### src/source/id_pkg.sv
package id_pkg;

    // Instruction word layout
    localparam int instr_w     = 24;
    localparam int opc_w       = 8;
    localparam int opclass_w   = 4;
    localparam int opc_lsb     = 16;
    localparam int opclass_lsb = 20;

    typedef logic [instr_w-1:0]   instr_t;
    typedef logic [opc_w-1:0]     opc_t;
    typedef logic [opclass_w-1:0] opclass_t;

    // Immediate sizes
    typedef logic [9:0]  imm10_t;
    typedef logic [11:0] imm12_t;
    typedef logic [13:0] imm14_t;
    typedef logic [15:0] imm16_t;

    typedef logic [3:0] cc_t;
    typedef logic [3:0] gp_idx_t;
    typedef logic [1:0] sr_idx_t;

    // Fixed special registers
    localparam sr_idx_t sr_idx_lr = 2'd1;
    localparam sr_idx_t sr_idx_fl = 2'd2;

    // Opcode classes
    localparam opclass_t opclass_ur   = 4'h0;
    localparam opclass_t opclass_ui   = 4'h1;
    localparam opclass_t opclass_sr   = 4'h2;
    localparam opclass_t opclass_si   = 4'h3;
    localparam opclass_t opclass_br   = 4'h5;
    localparam opclass_t opclass_mcc  = 4'h6;
    localparam opclass_t opclass_srop = 4'hF;

    // Unsigned register ALU
    localparam opc_t opc_mov_ur = 8'h00;
    localparam opc_t opc_add_ur = 8'h01;
    localparam opc_t opc_sub_ur = 8'h02;
    localparam opc_t opc_not_ur = 8'h03;
    localparam opc_t opc_and_ur = 8'h04;
    localparam opc_t opc_or_ur  = 8'h05;
    localparam opc_t opc_xor_ur = 8'h06;
    localparam opc_t opc_shl_ur = 8'h07;
    localparam opc_t opc_shr_ur = 8'h08;
    localparam opc_t opc_cmp_ur = 8'h09;
    localparam opc_t opc_tst_ur = 8'h0A;
    localparam opc_t opc_rol_ur = 8'h0B;
    localparam opc_t opc_ror_ur = 8'h0C;

    // Unsigned immediate ALU
    localparam opc_t opc_mov_ui = 8'h10;
    localparam opc_t opc_add_ui = 8'h11;
    localparam opc_t opc_sub_ui = 8'h12;
    localparam opc_t opc_and_ui = 8'h13;
    localparam opc_t opc_or_ui  = 8'h14;
    localparam opc_t opc_xor_ui = 8'h15;
    localparam opc_t opc_shl_ui = 8'h16;
    localparam opc_t opc_shr_ui = 8'h17;
    localparam opc_t opc_cmp_ui = 8'h18;
    localparam opc_t opc_rol_ui = 8'h19;
    localparam opc_t opc_ror_ui = 8'h1A;
    localparam opc_t opc_lui_ui = 8'h1B;

    // Signed register and immediate ALU
    localparam opc_t opc_add_sr = 8'h20;
    localparam opc_t opc_sub_sr = 8'h21;
    localparam opc_t opc_shr_sr = 8'h22;
    localparam opc_t opc_cmp_sr = 8'h23;
    localparam opc_t opc_neg_sr = 8'h24;
    localparam opc_t opc_tst_sr = 8'h25;
    localparam opc_t opc_mov_si = 8'h30;
    localparam opc_t opc_add_si = 8'h31;
    localparam opc_t opc_sub_si = 8'h32;
    localparam opc_t opc_shr_si = 8'h33;
    localparam opc_t opc_cmp_si = 8'h34;

    // Branches and conditional moves
    localparam opc_t opc_jcc_ui = 8'h50;
    localparam opc_t opc_bcc_sr = 8'h51;
    localparam opc_t opc_bcc_so = 8'h52;
    localparam opc_t opc_bal_so = 8'h53;
    localparam opc_t opc_mcc_ur = 8'h60;
    localparam opc_t opc_mcc_si = 8'h61;

    // Special register operations
    localparam opc_t opc_srmov_ur = 8'hF0;
    localparam opc_t opc_sradd_si = 8'hF1;
    localparam opc_t opc_srsub_si = 8'hF2;
    localparam opc_t opc_srjcc_so = 8'hF3;
    localparam opc_t opc_srst_so  = 8'hF4;
    localparam opc_t opc_srld_so  = 8'hF5;
    localparam opc_t opc_syscall  = 8'hF6;
    localparam opc_t opc_kret     = 8'hF7;

    typedef struct packed {
        logic sgn_en;
        logic imm_en;
        logic is_branch;
        logic uses_flags;
        logic has_src_gp;
        logic has_tgt_gp;
        logic tgt_gp_we;
        logic has_src_sr;
        logic has_tgt_sr;
        logic tgt_sr_we;
    } id_flags_t;

    typedef struct packed {
        imm12_t  imm12;
        imm14_t  imm14;
        imm10_t  imm10;
        imm16_t  imm16;
        cc_t     cc;
        gp_idx_t src_gp;
        gp_idx_t tgt_gp;
        sr_idx_t src_sr;
        sr_idx_t tgt_sr;
    } id_fields_t;

endpackage

### src/source/id_class_decode.sv
`timescale 1ns/1ps

module id_class_decode (
    input  id_pkg::instr_t    instr,
    output id_pkg::id_flags_t flags
);
    import id_pkg::*;

    opc_t     opc;
    opclass_t opclass;
    logic     defined;
    logic     alu_op;
    logic     cmp_tst_op;
    logic     mcc_op;
    logic     is_branch;
    logic     uses_flags;
    logic     tgt_gp_we;
    logic     tgt_sr_we;

    assign opc     = instr[opc_lsb +: opc_w];
    assign opclass = instr[opclass_lsb +: opclass_w];

    // Every class is packed from sub-op 0 up to its last opcode
    always_comb begin
        case (opclass)
            opclass_ur:   defined = (opc <= opc_ror_ur);
            opclass_ui:   defined = (opc <= opc_lui_ui);
            opclass_sr:   defined = (opc <= opc_tst_sr);
            opclass_si:   defined = (opc <= opc_cmp_si);
            opclass_br:   defined = (opc <= opc_bal_so);
            opclass_mcc:  defined = (opc <= opc_mcc_si);
            opclass_srop: defined = (opc <= opc_kret);
            default:      defined = 1'b0;
        endcase
    end

    // Classes 0 to 3 hold the plain ALU operations
    assign alu_op = defined &&
                    (opclass inside {opclass_ur, opclass_ui, opclass_sr, opclass_si});

    // Compares and tests set flags only
    assign cmp_tst_op = opc inside {opc_cmp_ur, opc_tst_ur, opc_cmp_ui,
                                    opc_cmp_sr, opc_tst_sr, opc_cmp_si};

    assign mcc_op = defined && (opclass == opclass_mcc);

    // Whole branch class plus the SR-relative jump
    assign is_branch  = (defined && (opclass == opclass_br)) || (opc == opc_srjcc_so);
    assign uses_flags = is_branch || mcc_op;

    // LUIui loads the upper part elsewhere, no GP write here
    assign tgt_gp_we = (alu_op && !cmp_tst_op && (opc != opc_lui_ui)) || mcc_op;

    // SYSCALL writes the return address into LR
    assign tgt_sr_we = opc inside {opc_srmov_ur, opc_sradd_si, opc_srsub_si,
                                   opc_srld_so, opc_syscall};

    always_comb begin
        flags.sgn_en = (defined && (opclass inside {opclass_sr, opclass_si})) ||
                       (opc inside {opc_bcc_sr, opc_bcc_so, opc_bal_so, opc_srjcc_so,
                                    opc_sradd_si, opc_srsub_si, opc_srst_so, opc_srld_so});

        flags.imm_en = (defined && (opclass inside {opclass_ui, opclass_si})) ||
                       (opc inside {opc_jcc_ui, opc_bcc_so, opc_bal_so, opc_srjcc_so,
                                    opc_sradd_si, opc_srsub_si, opc_srst_so, opc_srld_so,
                                    opc_syscall});

        flags.is_branch  = is_branch;
        flags.uses_flags = uses_flags;

        // NOT, NEG and TST take only the target register
        flags.has_src_gp = (defined && (opclass == opclass_ur) &&
                            !(opc inside {opc_not_ur, opc_tst_ur})) ||
                           (defined && (opclass == opclass_sr) &&
                            !(opc inside {opc_neg_sr, opc_tst_sr})) ||
                           (opc == opc_mcc_ur);

        // BCCsr reads its offset from the target field
        flags.has_tgt_gp = tgt_gp_we || cmp_tst_op || (opc == opc_bcc_sr);
        flags.tgt_gp_we  = tgt_gp_we;

        flags.has_src_sr = uses_flags ||
                           (opc inside {opc_srmov_ur, opc_srjcc_so, opc_srld_so, opc_srst_so});
        flags.has_tgt_sr = tgt_sr_we || (opc == opc_srst_so);
        flags.tgt_sr_we  = tgt_sr_we;
    end

endmodule

### src/source/id_field_extract.sv
`timescale 1ns/1ps

module id_field_extract (
    input  id_pkg::instr_t     instr,
    input  id_pkg::id_flags_t  flags,
    output id_pkg::id_fields_t fields
);
    import id_pkg::*;

    opc_t     opc;
    opclass_t opclass;
    logic     imm12_sel;

    assign opc     = instr[opc_lsb +: opc_w];
    assign opclass = instr[opclass_lsb +: opclass_w];

    // imm_en already excludes the undefined tail of both immediate classes
    assign imm12_sel = (flags.imm_en && (opclass inside {opclass_ui, opclass_si})) ||
                       (opc inside {opc_jcc_ui, opc_bcc_so, opc_srst_so, opc_srld_so,
                                    opc_syscall});

    always_comb begin
        fields = '0;

        // Immediates, one size per opcode
        if (imm12_sel) begin
            fields.imm12 = instr[11:0];
        end

        case (opc)
            opc_sradd_si,
            opc_srsub_si: begin
                fields.imm14 = instr[13:0];
            end
            opc_srjcc_so: begin
                fields.imm10 = instr[9:0];
            end
            opc_bal_so: begin
                // Long PC-relative offset for branch and link
                fields.imm16 = instr[15:0];
            end
            default: begin
            end
        endcase

        // Condition code position differs per format
        case (opc)
            opc_jcc_ui,
            opc_bcc_so: begin
                fields.cc = instr[15:12];
            end
            opc_bcc_sr,
            opc_mcc_si: begin
                fields.cc = instr[11:8];
            end
            opc_srjcc_so: begin
                fields.cc = instr[13:10];
            end
            opc_mcc_ur: begin
                fields.cc = instr[7:4];
            end
            default: begin
            end
        endcase

        // GP indices sit at fixed positions
        if (flags.has_tgt_gp) begin
            fields.tgt_gp = instr[15:12];
        end
        if (flags.has_src_gp) begin
            fields.src_gp = instr[11:8];
        end

        // KRET reads LR and SYSCALL writes it
        if ((opc == opc_kret) || (opc == opc_syscall)) begin
            fields.tgt_sr = sr_idx_lr;
        end else if (flags.has_tgt_sr) begin
            fields.tgt_sr = instr[15:14];
        end

        // Flag consumers read FL implicitly
        if (flags.uses_flags) begin
            fields.src_sr = sr_idx_fl;
        end else if (flags.has_src_sr) begin
            fields.src_sr = instr[13:12];
        end
    end

endmodule

### src/source/id_pipe_reg.sv
`timescale 1ns/1ps

module id_pipe_reg #(
    parameter int addr_w = 24
) (
    input  logic               iw_clk,
    input  logic               iw_rst,
    input  logic               flush,
    input  logic               stall,
    input  logic [addr_w-1:0]  pc,
    input  id_pkg::instr_t     instr,
    input  id_pkg::id_flags_t  flags,
    input  id_pkg::id_fields_t fields,
    output logic [addr_w-1:0]  pc_q,
    output id_pkg::opc_t       opc_q,
    output id_pkg::id_flags_t  flags_q,
    output id_pkg::id_fields_t fields_q
);
    import id_pkg::*;

    // Flush wins over stall, stall holds everything
    always_ff @(posedge iw_clk or posedge iw_rst) begin
        if (iw_rst) begin
            pc_q     <= '0;
            opc_q    <= '0;
            flags_q  <= '0;
            fields_q <= '0;
        end else if (flush) begin
            pc_q     <= '0;
            opc_q    <= '0;
            flags_q  <= '0;
            fields_q <= '0;
        end else if (!stall) begin
            pc_q     <= pc;
            opc_q    <= instr[opc_lsb +: opc_w];
            flags_q  <= flags;
            fields_q <= fields;
        end
    end

    // Decoder never sets a write enable without the matching target
    a_we_has_tgt: assert property (@(posedge iw_clk) disable iff (iw_rst)
        !(flags_q.tgt_gp_we && !flags_q.has_tgt_gp) &&
        !(flags_q.tgt_sr_we && !flags_q.has_tgt_sr))
        else $error("write enable without target register");

    a_flush_zero: assert property (@(posedge iw_clk) disable iff (iw_rst)
        flush |=> (pc_q == '0) && (opc_q == '0) && (flags_q == '0) && (fields_q == '0))
        else $error("outputs not cleared after flush");

    a_stall_hold: assert property (@(posedge iw_clk) disable iff (iw_rst)
        (stall && !flush) |=>
            $stable(pc_q) && $stable(opc_q) && $stable(flags_q) && $stable(fields_q))
        else $error("outputs changed during stall");

endmodule

### src/source/id_stage.sv
`timescale 1ns/1ps

module id_stage #(
    parameter int addr_w = 24
) (
    input  logic               iw_clk,
    input  logic               iw_rst,
    input  logic [addr_w-1:0]  pc,
    input  id_pkg::instr_t     instr,
    input  logic               flush,
    input  logic               stall,
    output logic [addr_w-1:0]  pc_q,
    output id_pkg::opc_t       opc_q,
    output id_pkg::id_flags_t  flags_q,
    output id_pkg::id_fields_t fields_q
);
    import id_pkg::*;

    // Combinational decode results
    id_flags_t  flags;
    id_fields_t fields;

    id_class_decode u_class_decode (
        .instr (instr),
        .flags (flags)
    );

    id_field_extract u_field_extract (
        .instr  (instr),
        .flags  (flags),
        .fields (fields)
    );

    id_pipe_reg #(
        .addr_w (addr_w)
    ) u_pipe_reg (
        .iw_clk   (iw_clk),
        .iw_rst   (iw_rst),
        .flush    (flush),
        .stall    (stall),
        .pc       (pc),
        .instr    (instr),
        .flags    (flags),
        .fields   (fields),
        .pc_q     (pc_q),
        .opc_q    (opc_q),
        .flags_q  (flags_q),
        .fields_q (fields_q)
    );

endmodule

### config.mk
export PLATFORM = sky130hd
export DESIGN_NAME = id_stage
export DESIGN_NICKNAME = d
export VERILOG_FILES = /design/src/source/id_pkg.sv /design/src/source/id_class_decode.sv /design/src/source/id_field_extract.sv /design/src/source/id_pipe_reg.sv /design/src/source/id_stage.sv
export SDC_FILE = /design/constraint.sdc
export NUM_CORES = 1
export LEC_CHECK = 0
export BUFFER_PORTS_ARGS = -buffer_cell sky130_fd_sc_hd__buf_2
export CORE_ASPECT_RATIO = 0.7
export CORE_MARGIN = 5
export CORE_UTILIZATION = 57
export CTS_CLUSTER_SIZE = 40
export DETAILED_ROUTE_END_ITERATION = 8
export MAX_ROUTING_LAYER = met4
export PLACE_DENSITY = 0.86
export SLEW_MARGIN = 15
export SYNTH_ARGS = -nofsm -noshare
export SYNTH_HDL_FRONTEND = slang
export SYNTH_HIERARCHICAL = 1
export SYNTH_SLANG_ARGS = --single-unit
### constraint.sdc
create_clock -name iw_clk -period 8.4 [get_ports iw_clk]
set_input_delay 0 -clock iw_clk [delete_from_list [all_inputs] [get_ports iw_clk]]
set_output_delay 0 -clock iw_clk [all_outputs]
set_load 0.005 [all_outputs]
==> results of run 1 <==
## cell type report
cell class | instances | area share [%]
well taps | 128 | 2.32
multi-input cells | 379 | 37.7
clock inverters | 3 | 0.272
repair buffers | 188 | 15.6
flip-flops and latches | 110 | 39.8
clock buffers | 13 | 3.77
inverters | 9 | 0.525
## cell families (layout without fill, tap and decap cells)
logic type,count (synthesis),after routing,share of synthesized area [%]
buffers and inverters,53,213,7.58
and+or+nand+nor,216,216,18.6
xor gates and xnor gates,4,4,0.605
AOI/OAI and AO/OA,49,49,6.72
muxes,110,110,19.0
DFF,110,110,47.5
## power by group
group          leakage [nW]  internal, mW  total [mW]  switching, mW
clock                 0.140         0.217       0.399          0.182
combinational          2.26        0.0534       0.134         0.0807
sequential             1.51         0.540       0.546        0.00614
## worst register-to-register path, stage by stage, from the launching register on
cell and delay, ns:
sky130_fd_sc_hd__dfrtp_1 0.39, sky130_fd_sc_hd__mux2i_1 0.23, sky130_fd_sc_hd__nor2_1 0.09
## layout by cell type, fill, tap and decap left out, types with 3 or more instances in the layout
cell / count
sky130_fd_sc_hd__buf_2: 159
sky130_fd_sc_hd__nor2_1: 123
sky130_fd_sc_hd__mux2i_1: 110
sky130_fd_sc_hd__dfrtp_1: 110
sky130_fd_sc_hd__and3_1: 28
sky130_fd_sc_hd__dlygate4sd3_1: 25
sky130_fd_sc_hd__and2_1: 22
sky130_fd_sc_hd__a21oi_1: 12
sky130_fd_sc_hd__clkbuf_16: 9
sky130_fd_sc_hd__nand2_1: 9
sky130_fd_sc_hd__inv_1: 6
sky130_fd_sc_hd__o221ai_1: 6
sky130_fd_sc_hd__a21boi_2: 6
sky130_fd_sc_hd__o21ai_0: 5
sky130_fd_sc_hd__nor2b_1: 4
sky130_fd_sc_hd__nand2b_1: 4
sky130_fd_sc_hd__xor2_1: 4
sky130_fd_sc_hd__a32oi_1: 4
sky130_fd_sc_hd__nand3_1: 4
sky130_fd_sc_hd__buf_4: 3
sky130_fd_sc_hd__nand4_1: 3
## routing by layer
layer	GRT usage, %	share of wire (%)	vias up	wire (µm)
met3	8.25	10	36	1600
li1	-	-	2170	-
met2	38.2	45	246	7230
met4	8.82	1.8	0	295
met5	-	0	-	0
met1	36.6	43	2276	6850
## metrics by stage
| stage | total power [mW] | utilization, % | setup slack, ns |
|---|---|---|---|
| floorplan | 0.642 | - | 5.50 |
| global placement | 0.675 | 65.1 | 5.79 |
| detailed placement | 0.679 | 65.1 | 5.58 |
| CTS | 1.09 | 70.5 | 5.88 |
| global route | 1.12 | 70.5 | 5.71 |
| finish | 1.08 | 70.5 | 5.82 |
## worst max-delay path by stage
stage,from,end,slack [ns],cells after the start
after floorplan,iw_rst,u_pipe_reg/fields_q[0],5.50,1
after global placement,instr[17],u_pipe_reg/fields_q[57],5.79,10
after detailed placement,instr[18],u_pipe_reg/fields_q[57],5.58,10
after CTS,instr[18],u_pipe_reg/fields_q[57],5.88,10
after global routing,instr[17],u_pipe_reg/fields_q[57],5.71,10
final,instr[18],u_pipe_reg/fields_q[57],5.82,10
## registers in the layout (all words and copies together), names as in the netlist
name	count
u_pipe_reg/opc_q	8
u_pipe_reg/pc_q	24
u_pipe_reg/fields_q	68
u_pipe_reg/flags_q	10
## what timing repair did
item / 4_1_cts / 5_1_grt
endpoints found under the hold margin: 72 / 0
hold buffers: 25 / 0
setup endpoints to repair: 0 / 0
buffers inserted: 0 / 0
==> impl_summary.txt, run 1 <==
----------------------------------------------------
[Outcome]
  Status ... finished clean

[Place]
  Placed cell count ... roughly 790
  Gp weighted congestion ... approximately 0.9
  Number of buffers inserted by port buffering ... approximately 160
  Total placed instance area ... 0.00638 mm²
  Post-detail-place hpwl ... 10,400 µm

[Floorplan]
  Count of standard-cell rows ... 30
  Die span in x ... roughly 130 µm
  I/O Pins ... 162
  Die area ... approximately 0.012 mm²
  Core footprint ... between 0.009 and 0.01 mm²
  Effective utilization at floorplan ... around 59%
  Die height ... around 94 µm

[STA]
  Final number of hold-violating endpoints ... 0
  Hold slack final ... about 0.067 ns
  Unrepaired setup endpoints after global routing ... false
  Max_slew headroom ... 20.2%
  Number of setup violations in the final report ... 0
  Pin slew with the least headroom to its limit ... 1.20 ns
  Max Slew Vio Count ... 0
  Fin Clk Skew ... 0 ns
  Highest attainable clock frequency ... 387 MHz
  Sum Neg Setup Slack ... 0 ns
  Fin crit share ... a little under a third
  Clock period minus final worst setup slack ... roughly 2.6 ns

[Clock tree]
  Clock-pin slew reported for the worst setup and hold paths after clock tree synthesis ... roughly 0.070 ns
  Number of gates resized after cts ... 0
  Clock tree from TritonCTS ... yes
  Cts bufs inserted ... 9
  CTS Buffer Depth ... 2
  # clock sinks ... 110
  Clock insertion delay at the later pin of the skew report ... between 0.3 and 0.4 ns
  Master cell of the clock root buffer ... sky130_fd_sc_hd__clkbuf_16
  H-tree depth reported by CTS ... 3

[Route]
  Iteration-0 DRC Markers ... ~400
  Number of vias per cell after detailed routing ... roughly 5.7
  Detailed-route wire length per cell ... 19.3 µm
  Detail Route Antenna Nets ... 0
  DR vias ... 4,728
  Number of design rule violations left after detail routing ... 0
  Drt total wl ... around 16,000 µm
  Initial DRT Pass Iterations ... 5

[Worst setup path]
  Cell family with most CP delay ... compound AO/OA/AOI/OAI gates
  Critical-path cell with the highest stage delay ... sky130_fd_sc_hd__a21oi_1
  Delay of the slowest cell on the worst path ... 0.92 ns
  Cells traversed along the worst timing path ... buf_2 -> inv_2 -> o22ai_1 -> a311oi_2 -> a32o_1 -> nor4bb_1 -> a21oi_1 -> a21boi_0 -> mux2i_1 -> nor2_1
  Arrival time of the worst setup path ... 2.76 ns
  R2R cell count ... 2
  Reg-to-reg critical path startpoint ... u_pipe_reg/pc_q[13]
  Reg2Reg Setup Slack ... approximately 7.5 ns
  Sort of element at the start of the critical path ... primary input
  Capturing point of the worst reg2reg path ... u_pipe_reg/pc_q[13]
  Count of buffer and inverter cells on the critical path ... 2
  Worst endpoint required time ... 8.57 ns
  Setup crit end kind ... flop
  Critical path class ... in2reg
  Max Fanout on Critical Path ... 20

[Logic synthesis]
  Fraction of the yosys area taken by sequential cells ... 47.5%
  Syn Inst Count ... ~540
  Cell accounting for the most synthesized area ... sky130_fd_sc_hd__dfrtp_1
  Fraction of registers with async set or reset after synthesis ... between 90% and 100%
  Synthesized cell area ... approximately 0.0058 mm²
  Synthesis Warnings ... 6
  Cell types with the highest counts after synthesis ... sky130_fd_sc_hd__nor2_1 (123), sky130_fd_sc_hd__dfrtp_1 (110), sky130_fd_sc_hd__mux2i_1 (110), sky130_fd_sc_hd__and3_1 (28), sky130_fd_sc_hd__and2_1 (22)
  Most frequently used cell type in the post-synthesis netlist ... sky130_fd_sc_hd__nor2_1
  Post-synth cell types ... 52
  Number of enable flip-flop cells after synthesis ... 0
  Synth top area cells ... sky130_fd_sc_hd__dfrtp_1 (48%), sky130_fd_sc_hd__mux2i_1 (19%), sky130_fd_sc_hd__nor2_1 (8.0%)
  Flip-flop cell with the highest count after synthesis ... sky130_fd_sc_hd__dfrtp_1
  Average cell area after synthesis ... roughly 11 µm²
  Synthesized net count ... around 590
  Proportion of netlist area held by the largest area contributor ... a little under half
  Synth Register Bits ... 110

[Hold path]
  Hold-critical path depth ... 4
  Hold Crit Class ... in2reg
  Hold-critical path endpoint ... u_pipe_reg/fields_q[42]
  Startpoint of the worst hold path ... instr[0]

[Global routing]
  Total global routing track utilization ... 26.8%
  First-pass GRT wire length ... between 20,000 and 25,000 µm
  Number of antenna violations at the first check in global routing ... 0
  Number of global-route vias before repair ... between 4,000 and 5,000
  Pin count of the biggest net entering global routing ... 111
  Sum of overflow across all layers after global routing ... 0

[Cells and area]
  Fin area ... roughly 0.0069 mm²
  N_diodes ... 0
  Area added between synthesis and finish ... 19.3%
  Area of the multi-input gates ... 0.00260 mm²
  Number of filler instances in the final layout ... 718
  Post-layout net count ... about 750
  Final non-filler cell total ... 830
  Sequential cell area in the final layout ... 0.00275 mm²
  Fraction of final layout cells with drive strength greater than 1 ... approximately 28%

[Power and ir drop]
  Leakage ... 3.91 nW
  Power density normalized to cell area ... 156 mW/mm²
  Maximum vdd ir drop ... between 0.1 and 0.15 mV

[Run]
  Number of max-capacitance violations reported ... 0

----------------------------------------------------
No activity file was read; power rests on OpenSTA's default activity.
==> run 2, diff against run 1 <==
--- a/config.mk
+++ b/config.mk
@@ -8,11 +8,11 @@
 export BUFFER_PORTS_ARGS = -buffer_cell sky130_fd_sc_hd__buf_2
 export CORE_ASPECT_RATIO = 0.7
 export CORE_MARGIN = 5
-export CORE_UTILIZATION = 57
+export CORE_UTILIZATION = 53
 export CTS_CLUSTER_SIZE = 40
 export DETAILED_ROUTE_END_ITERATION = 8
 export MAX_ROUTING_LAYER = met4
-export PLACE_DENSITY = 0.86
+export PLACE_DENSITY = 0.81
 export SLEW_MARGIN = 15
 export SYNTH_ARGS = -nofsm -noshare
 export SYNTH_HDL_FRONTEND = slang
==> constraint.sdc (replaced) <==
create_clock -name iw_clk -period 2.61 [get_ports iw_clk]
set_input_delay 0 -clock iw_clk [delete_from_list [all_inputs] [get_ports iw_clk]]
set_output_delay 0 -clock iw_clk [all_outputs]
set_load 0.005 [all_outputs]
==> impl_summary.txt, run 2 (synthesis gave the netlist of run 1 again) <==
----------------------------------------------------
[STA]
  Unrepaired setup endpoints after global routing ... false
  Pin slew with the least headroom to its limit ... 1.14 ns
  Number of setup violations in the final report ... 0
  Final number of hold-violating endpoints ... 0
  Highest attainable clock frequency ... about 420 MHz
  Fin Clk Skew ... 0 ns
  Fin crit share ... between 90% and 100%
  Hold slack final ... about 0.053 ns
  Max Slew Vio Count ... 0
  Clock period minus final worst setup slack ... 2.36 ns
  Max_slew headroom ... between 20% and 30%

[Place]
  Post-detail-place hpwl ... 11,200 µm
  Placed cell count ... 825
  Gp weighted congestion ... a little under 0.9
  Number of buffers inserted by port buffering ... between 150 and 200

[Clock tree]
  H-tree depth reported by CTS ... 3
  Clock tree from TritonCTS ... yes
  Number of gates resized after cts ... 0
  # clock sinks ... 110
  Number of buffers inserted by hold repair at cts ... 25
  CTS Buffer Depth ... 2
  Clock-pin slew reported for the worst setup and hold paths after clock tree synthesis ... 0.07 ns
  Master cell of the clock root buffer ... sky130_fd_sc_hd__clkbuf_16
  Clock insertion delay at the later pin of the skew report ... about 0.34 ns
  Cts bufs inserted ... 9
  Count of buffers added by post-CTS timing repair for setup ... 0

[Worst setup path]
  Sort of element at the start of the critical path ... primary input
  Setup crit end kind ... flop
  Max Fanout on Critical Path ... 17
  Critical path class ... in2reg
  Worst endpoint required time ... between 2 and 3 ns
  Arrival time of the worst setup path ... between 2 and 3 ns

[Global routing]
  Total global routing track utilization ... 25.5%
  First-pass GRT wire length ... 25,900 µm
  Pin count of the biggest net entering global routing ... approximately 110
  Sum of overflow across all layers after global routing ... 0
  Number of antenna violations at the first check in global routing ... 0
  Number of global-route vias before repair ... roughly 4,800

[Outcome]
  Status ... finished clean

[Cells and area]
  Largest register FFs ... roughly 70
  Final non-filler cell total ... roughly 870
  Leading cell types in the layout, fill and taps excluded ... sky130_fd_sc_hd__buf_2 (159), sky130_fd_sc_hd__nor2_1 (123), sky130_fd_sc_hd__mux2i_1 (110), sky130_fd_sc_hd__dfrtp_1 (110), sky130_fd_sc_hd__and3_1 (28)
  Most flop-heavy register ... u_pipe_reg/fields_q
  Area added between synthesis and finish ... 22.2%
  N_diodes ... 0
  Fraction of final layout cells with drive strength greater than 1 ... 29.2%
  Leading cell type in the layout, fill and taps excluded ... sky130_fd_sc_hd__buf_2
  Number of filler instances in the final layout ... approximately 860
  Post-layout net count ... 760
  Largest registers ... u_pipe_reg/fields_q (68), u_pipe_reg/pc_q (24), u_pipe_reg/flags_q (10)

[Floorplan]
  Effective utilization at floorplan ... around 53%
  Core footprint ... between 0.01 and 0.015 mm²
  I/O Pins ... around 160
  Die height ... 97.5 µm
  Count of standard-cell rows ... 32
  Die span in x ... between 100 and 150 µm
  Die area ... roughly 0.013 mm²

[Route]
  Initial DRT Pass Iterations ... 5
  Iteration-0 DRC Markers ... 349
  Number of vias per cell after detailed routing ... 5.46
  Number of design rule violations left after detail routing ... 0
  DR vias ... ~4,700
  Detail Route Antenna Nets ... 0
  Drt total wl ... roughly 16,000 µm
  Detailed-route wire length per cell ... roughly 19 µm

[Hold path]
  Hold Crit Class ... in2reg

[Power and ir drop]
  Power, Total ... about 3.6 mW
  Power density normalized to cell area ... 510 mW/mm²
  Maximum vdd ir drop ... around 0.34 mV
  Leakage ... 3.98 nW

[Run]
  Number of max-capacitance violations reported ... 0

----------------------------------------------------
[run 2: worst paths after layout]
kind	from	to	slack, ns	cells past startpoint
hold / removal	instr[19]	u_pipe_reg/opc_q[3]	0.05	3
setup reg to reg	u_pipe_reg/pc_q[9]	u_pipe_reg/pc_q[9]	1.77	2
hold reg to reg	u_pipe_reg/flags_q[3]	u_pipe_reg/flags_q[3]	0.52	2
setup / recovery	instr[20]	u_pipe_reg/fields_q[57]	0.25	10
min in group asynchronous	iw_rst	u_pipe_reg/opc_q[0]	0.34	3
max in group asynchronous	iw_rst	u_pipe_reg/pc_q[11]	1.54	4
[run 2: power by group]
group / internal, mW / leakage [nW] / total [mW] / switching, mW
Sequential: 1.74 / 1.51 / 1.76 / 0.0200
Clock: 0.778 / 0.151 / 1.41 / 0.629
Combinational: 0.184 / 2.32 / 0.448 / 0.264
[run 2: metal layers]
| metal | GRT usage, % | vias up | share of wire, % |
|---|---|---|---|
| met2 | 37.9 | 215 | 45 |
| met1 | 35.4 | 2308 | 45 |
| met4 | 5.58 | 0 | 1.3 |
| li1 | - | 2187 | - |
| met5 | - | - | 0 |
| met3 | 6.73 | 19 | 8.3 |
[run 2: metrics by stage]
step	setup TNS, ns	cell area (µm²)	utilization (%)	setup WS (ns)
floorplan	0	5800	-	0.730
global placement	0	6520	60.1	0.131
detailed placement	-0.146	6520	60.1	-0.0614
CTS	0	7080	65.2	0.305
global route	0	7080	65.2	0.00162
finish	0	7080	65.2	0.254
[run 2: critical path: stages]
cell	delay [ns]
sky130_fd_sc_hd__buf_2	0.28
sky130_fd_sc_hd__nor2_1	0.09
sky130_fd_sc_hd__o22ai_1	0.23
sky130_fd_sc_hd__a311oi_2	0.18
sky130_fd_sc_hd__a32o_1	0.26
sky130_fd_sc_hd__nor4bb_1	0.15
sky130_fd_sc_hd__a21oi_1	0.88
sky130_fd_sc_hd__a21boi_0	0.20
sky130_fd_sc_hd__mux2i_1	0.22
sky130_fd_sc_hd__nor2_1	0.06
[run 2: area by class of cell]
cell class              count  area, µm²  share of cell area, %
inverters                   9       37.5                  0.530
clock buffers              10        239                   3.38
well taps                 153        191                   2.70
flip-flops and latches    110       2750                   38.9
multi-input cells         379       2600                   36.8
repair buffers            199       1190                   16.8
clock inverters             6       67.6                  0.955
==> run 3, diff against run 2 <==
--- a/config.mk
+++ b/config.mk
@@ -7,13 +7,12 @@
 export LEC_CHECK = 0
 export BUFFER_PORTS_ARGS = -buffer_cell sky130_fd_sc_hd__buf_2
 export CORE_ASPECT_RATIO = 0.7
-export CORE_MARGIN = 5
+export CORE_MARGIN = 4
 export CORE_UTILIZATION = 53
 export CTS_CLUSTER_SIZE = 40
 export DETAILED_ROUTE_END_ITERATION = 8
 export MAX_ROUTING_LAYER = met4
 export PLACE_DENSITY = 0.81
-export SLEW_MARGIN = 15
 export SYNTH_ARGS = -nofsm -noshare
 export SYNTH_HDL_FRONTEND = slang
 export SYNTH_HIERARCHICAL = 1
==> impl_summary.txt, run 3 (synthesis gave the netlist of run 1 again) <==
----------------------------------------------------
[Cells and area]
  Leading cell types in the layout, fill and taps excluded ... sky130_fd_sc_hd__buf_2 (159), sky130_fd_sc_hd__nor2_1 (123), sky130_fd_sc_hd__mux2i_1 (110), sky130_fd_sc_hd__dfrtp_1 (110), sky130_fd_sc_hd__and3_1 (28)
  N_diodes ... 0
  Number of filler instances in the final layout ... 815
  Post-layout net count ... roughly 760
  Largest register FFs ... between 60 and 70
  Fin area ... between 0.007 and 0.008 mm²
  Area added between synthesis and finish ... 21.7%
  Largest registers ... u_pipe_reg/fields_q (68), u_pipe_reg/pc_q (24), u_pipe_reg/flags_q (10)
  Area of the multi-input gates ... approximately 0.0026 mm²
  Most flop-heavy register ... u_pipe_reg/fields_q
  Fraction of final layout cells with drive strength greater than 1 ... ~29%
  Sequential cell area in the final layout ... between 0.002 and 0.003 mm²
  Leading cell type in the layout, fill and taps excluded ... sky130_fd_sc_hd__buf_2

[STA]
  Sum Neg Setup Slack ... 0 ns
  Final number of hold-violating endpoints ... 0
  Clock period minus final worst setup slack ... 2.14 ns
  Fin Clk Skew ... 0 ns
  Fin crit share ... 81.9%
  Max_slew headroom ... a little under a quarter
  Unrepaired setup endpoints after global routing ... false
  Pin slew with the least headroom to its limit ... between 1 and 1.5 ns
  Max Slew Vio Count ... 0
  Highest attainable clock frequency ... 468 MHz
  Hold slack final ... 0.0365 ns
  Number of setup violations in the final report ... 0

[Floorplan]
  Core footprint ... approximately 0.011 mm²
  Die height ... approximately 95 µm
  Die area ... 0.0127 mm²
  I/O Pins ... 162
  Die span in x ... approximately 130 µm
  Effective utilization at floorplan ... 55.1%
  Count of standard-cell rows ... 31

[Global routing]
  Sum of overflow across all layers after global routing ... 0
  Total global routing track utilization ... 24.9%
  Pin count of the biggest net entering global routing ... between 100 and 150
  First-pass GRT wire length ... 24,400 µm
  Number of antenna violations at the first check in global routing ... 0
  Number of global-route vias before repair ... 4,589

[Clock tree]
  Master cell of the clock root buffer ... sky130_fd_sc_hd__clkbuf_16
  H-tree depth reported by CTS ... 3
  Count of buffers added by post-CTS timing repair for setup ... 0
  Clock-pin slew reported for the worst setup and hold paths after clock tree synthesis ... 0.07 ns
  Clock insertion delay at the later pin of the skew report ... approximately 0.34 ns
  CTS Buffer Depth ... 2
  # clock sinks ... 110
  Clock tree from TritonCTS ... yes
  Cts bufs inserted ... 9

[Place]
  Number of buffers inserted by port buffering ... about 160
  Gp weighted congestion ... between 0.9 and 1
  Total placed instance area ... 0.00650 mm²
  Post-detail-place hpwl ... approximately 10,000 µm

[Route]
  Detail Route Antenna Nets ... 0
  Number of vias per cell after detailed routing ... between 5 and 6
  Iteration-0 DRC Markers ... between 400 and 500
  DR vias ... ~4,700
  Drt total wl ... approximately 15,000 µm
  Detailed-route wire length per cell ... between 15 and 20 µm
  Number of design rule violations left after detail routing ... 0
  Initial DRT Pass Iterations ... 5

[Worst setup path]
  Sort of element at the start of the critical path ... primary input
  Max Fanout on Critical Path ... 15
  Critical path class ... in2reg
  Worst endpoint required time ... about 2.9 ns
  Worst setup startpoint ... instr[21]
  R2R cell count ... 2
  Reg-to-reg critical path startpoint ... u_pipe_reg/flags_q[8]
  Arrival time of the worst setup path ... about 2.4 ns
  Setup crit end kind ... flop

[Power and ir drop]
  Part of the total power dissipated in sequential elements ... between 40% and 50%
  Proportion of total power due to net switching ... approximately 24%
  Portion of total power attributed to combinational logic ... about 12%
  Clock Power Share ... between 30% and 40%
  Cell-internal power ... about 2.7 mW
  Power density normalized to cell area ... around 510 mW/mm²
  Leakage ... around 4.0 nW
  Maximum vdd ir drop ... 0.362 mV
  Total net switching power ... about 0.87 mW

[Outcome]
  Status ... finished clean

[Hold path]
  Hold-critical path depth ... 3
  Startpoint of the worst hold path ... instr[19]
  Hold Crit Class ... in2reg

[Run]
  Number of max-capacitance violations reported ... 0

----------------------------------------------------
[run 3: cell types whose count changed in the layout (fill, tap and decap cells not counted), sizes merged]
cell / before / now
clkbuf: 10 / 11
clkinv: 2 / 1
clkinvlp: 2 / 1
inv: 10 / 9
buf: 174 / 172
[run 3: cell type report]
| cell class | instances | area share [%] |
|---|---|---|
| flip-flops and latches | 110 | 39.0 |
| multi-input cells | 379 | 37.0 |
| repair buffers | 197 | 16.6 |
| clock buffers | 11 | 3.58 |
| well taps | 148 | 2.63 |
| clock inverters | 3 | 0.621 |
| inverters | 9 | 0.532 |
[run 3: per-layer routing]
| metal | up-vias | wire [µm] | GRT usage (%) | share of wire (%) |
|---|---|---|---|---|
| met2 | 234 | 7130 | 38.5 | 46 |
| li1 | 2175 | - | - | - |
| met3 | 16 | 1290 | 6.28 | 8.4 |
| met5 | - | 0 | - | 0 |
| met4 | 0 | 138 | 4.24 | 0.90 |
| met1 | 2292 | 6840 | 34.1 | 44 |
[run 3: repair_timing]
item                                   CTS  global route
endpoints found under the hold margin  134             0
resized for setup                        0             1
setup endpoints to repair                0             2
hold buffers                            25             0
[run 3: path summary, 6_finish.rpt]
kind / end / slack (ns)
worst max-delay path: u_pipe_reg/fields_q[56] / 0.47
worst min-delay path: u_pipe_reg/opc_q[3] / 0.04
min in group asynchronous: u_pipe_reg/fields_q[62] / 0.30
max in group asynchronous: u_pipe_reg/pc_q[2] / 1.88
worst max register to register: u_pipe_reg/flags_q[8] / 1.81
worst min register to register: u_pipe_reg/fields_q[27] / 0.52
[run 3: critical path, stage by stage]
cell and delay [ns]:
sky130_fd_sc_hd__buf_2 0.24, sky130_fd_sc_hd__nor2b_1 0.35, sky130_fd_sc_hd__nand3b_1 0.15, sky130_fd_sc_hd__a311oi_2 0.34, sky130_fd_sc_hd__a32o_1 0.21, sky130_fd_sc_hd__nor4bb_1 0.38, sky130_fd_sc_hd__a21oi_2 0.21, sky130_fd_sc_hd__a21boi_0 0.29
sky130_fd_sc_hd__mux2i_1 0.13, sky130_fd_sc_hd__nor2_1 0.10
[run 3: through the flow]
step	worst slack, ns	power [mW]	instances	util (%)
after detailed placement	-0.120	2.20	818	61.8
after floorplan	0.730	2.07	542	-
after global placement	0.170	2.18	818	61.8
after CTS	0.241	3.61	857	67.0
after global routing	0.296	3.73	857	67.1
final	0.473	3.57	857	67.1
[run 3: power by group through the flow]
stage	Clock [mW]	Combinational, mW	Sequential [mW]
after floorplan	0	0.275	1.79
after global placement	0	0.396	1.79
after detailed placement	0	0.409	1.79
after CTS	1.42	0.438	1.76
after global routing	1.49	0.482	1.76
final	1.38	0.442	1.76
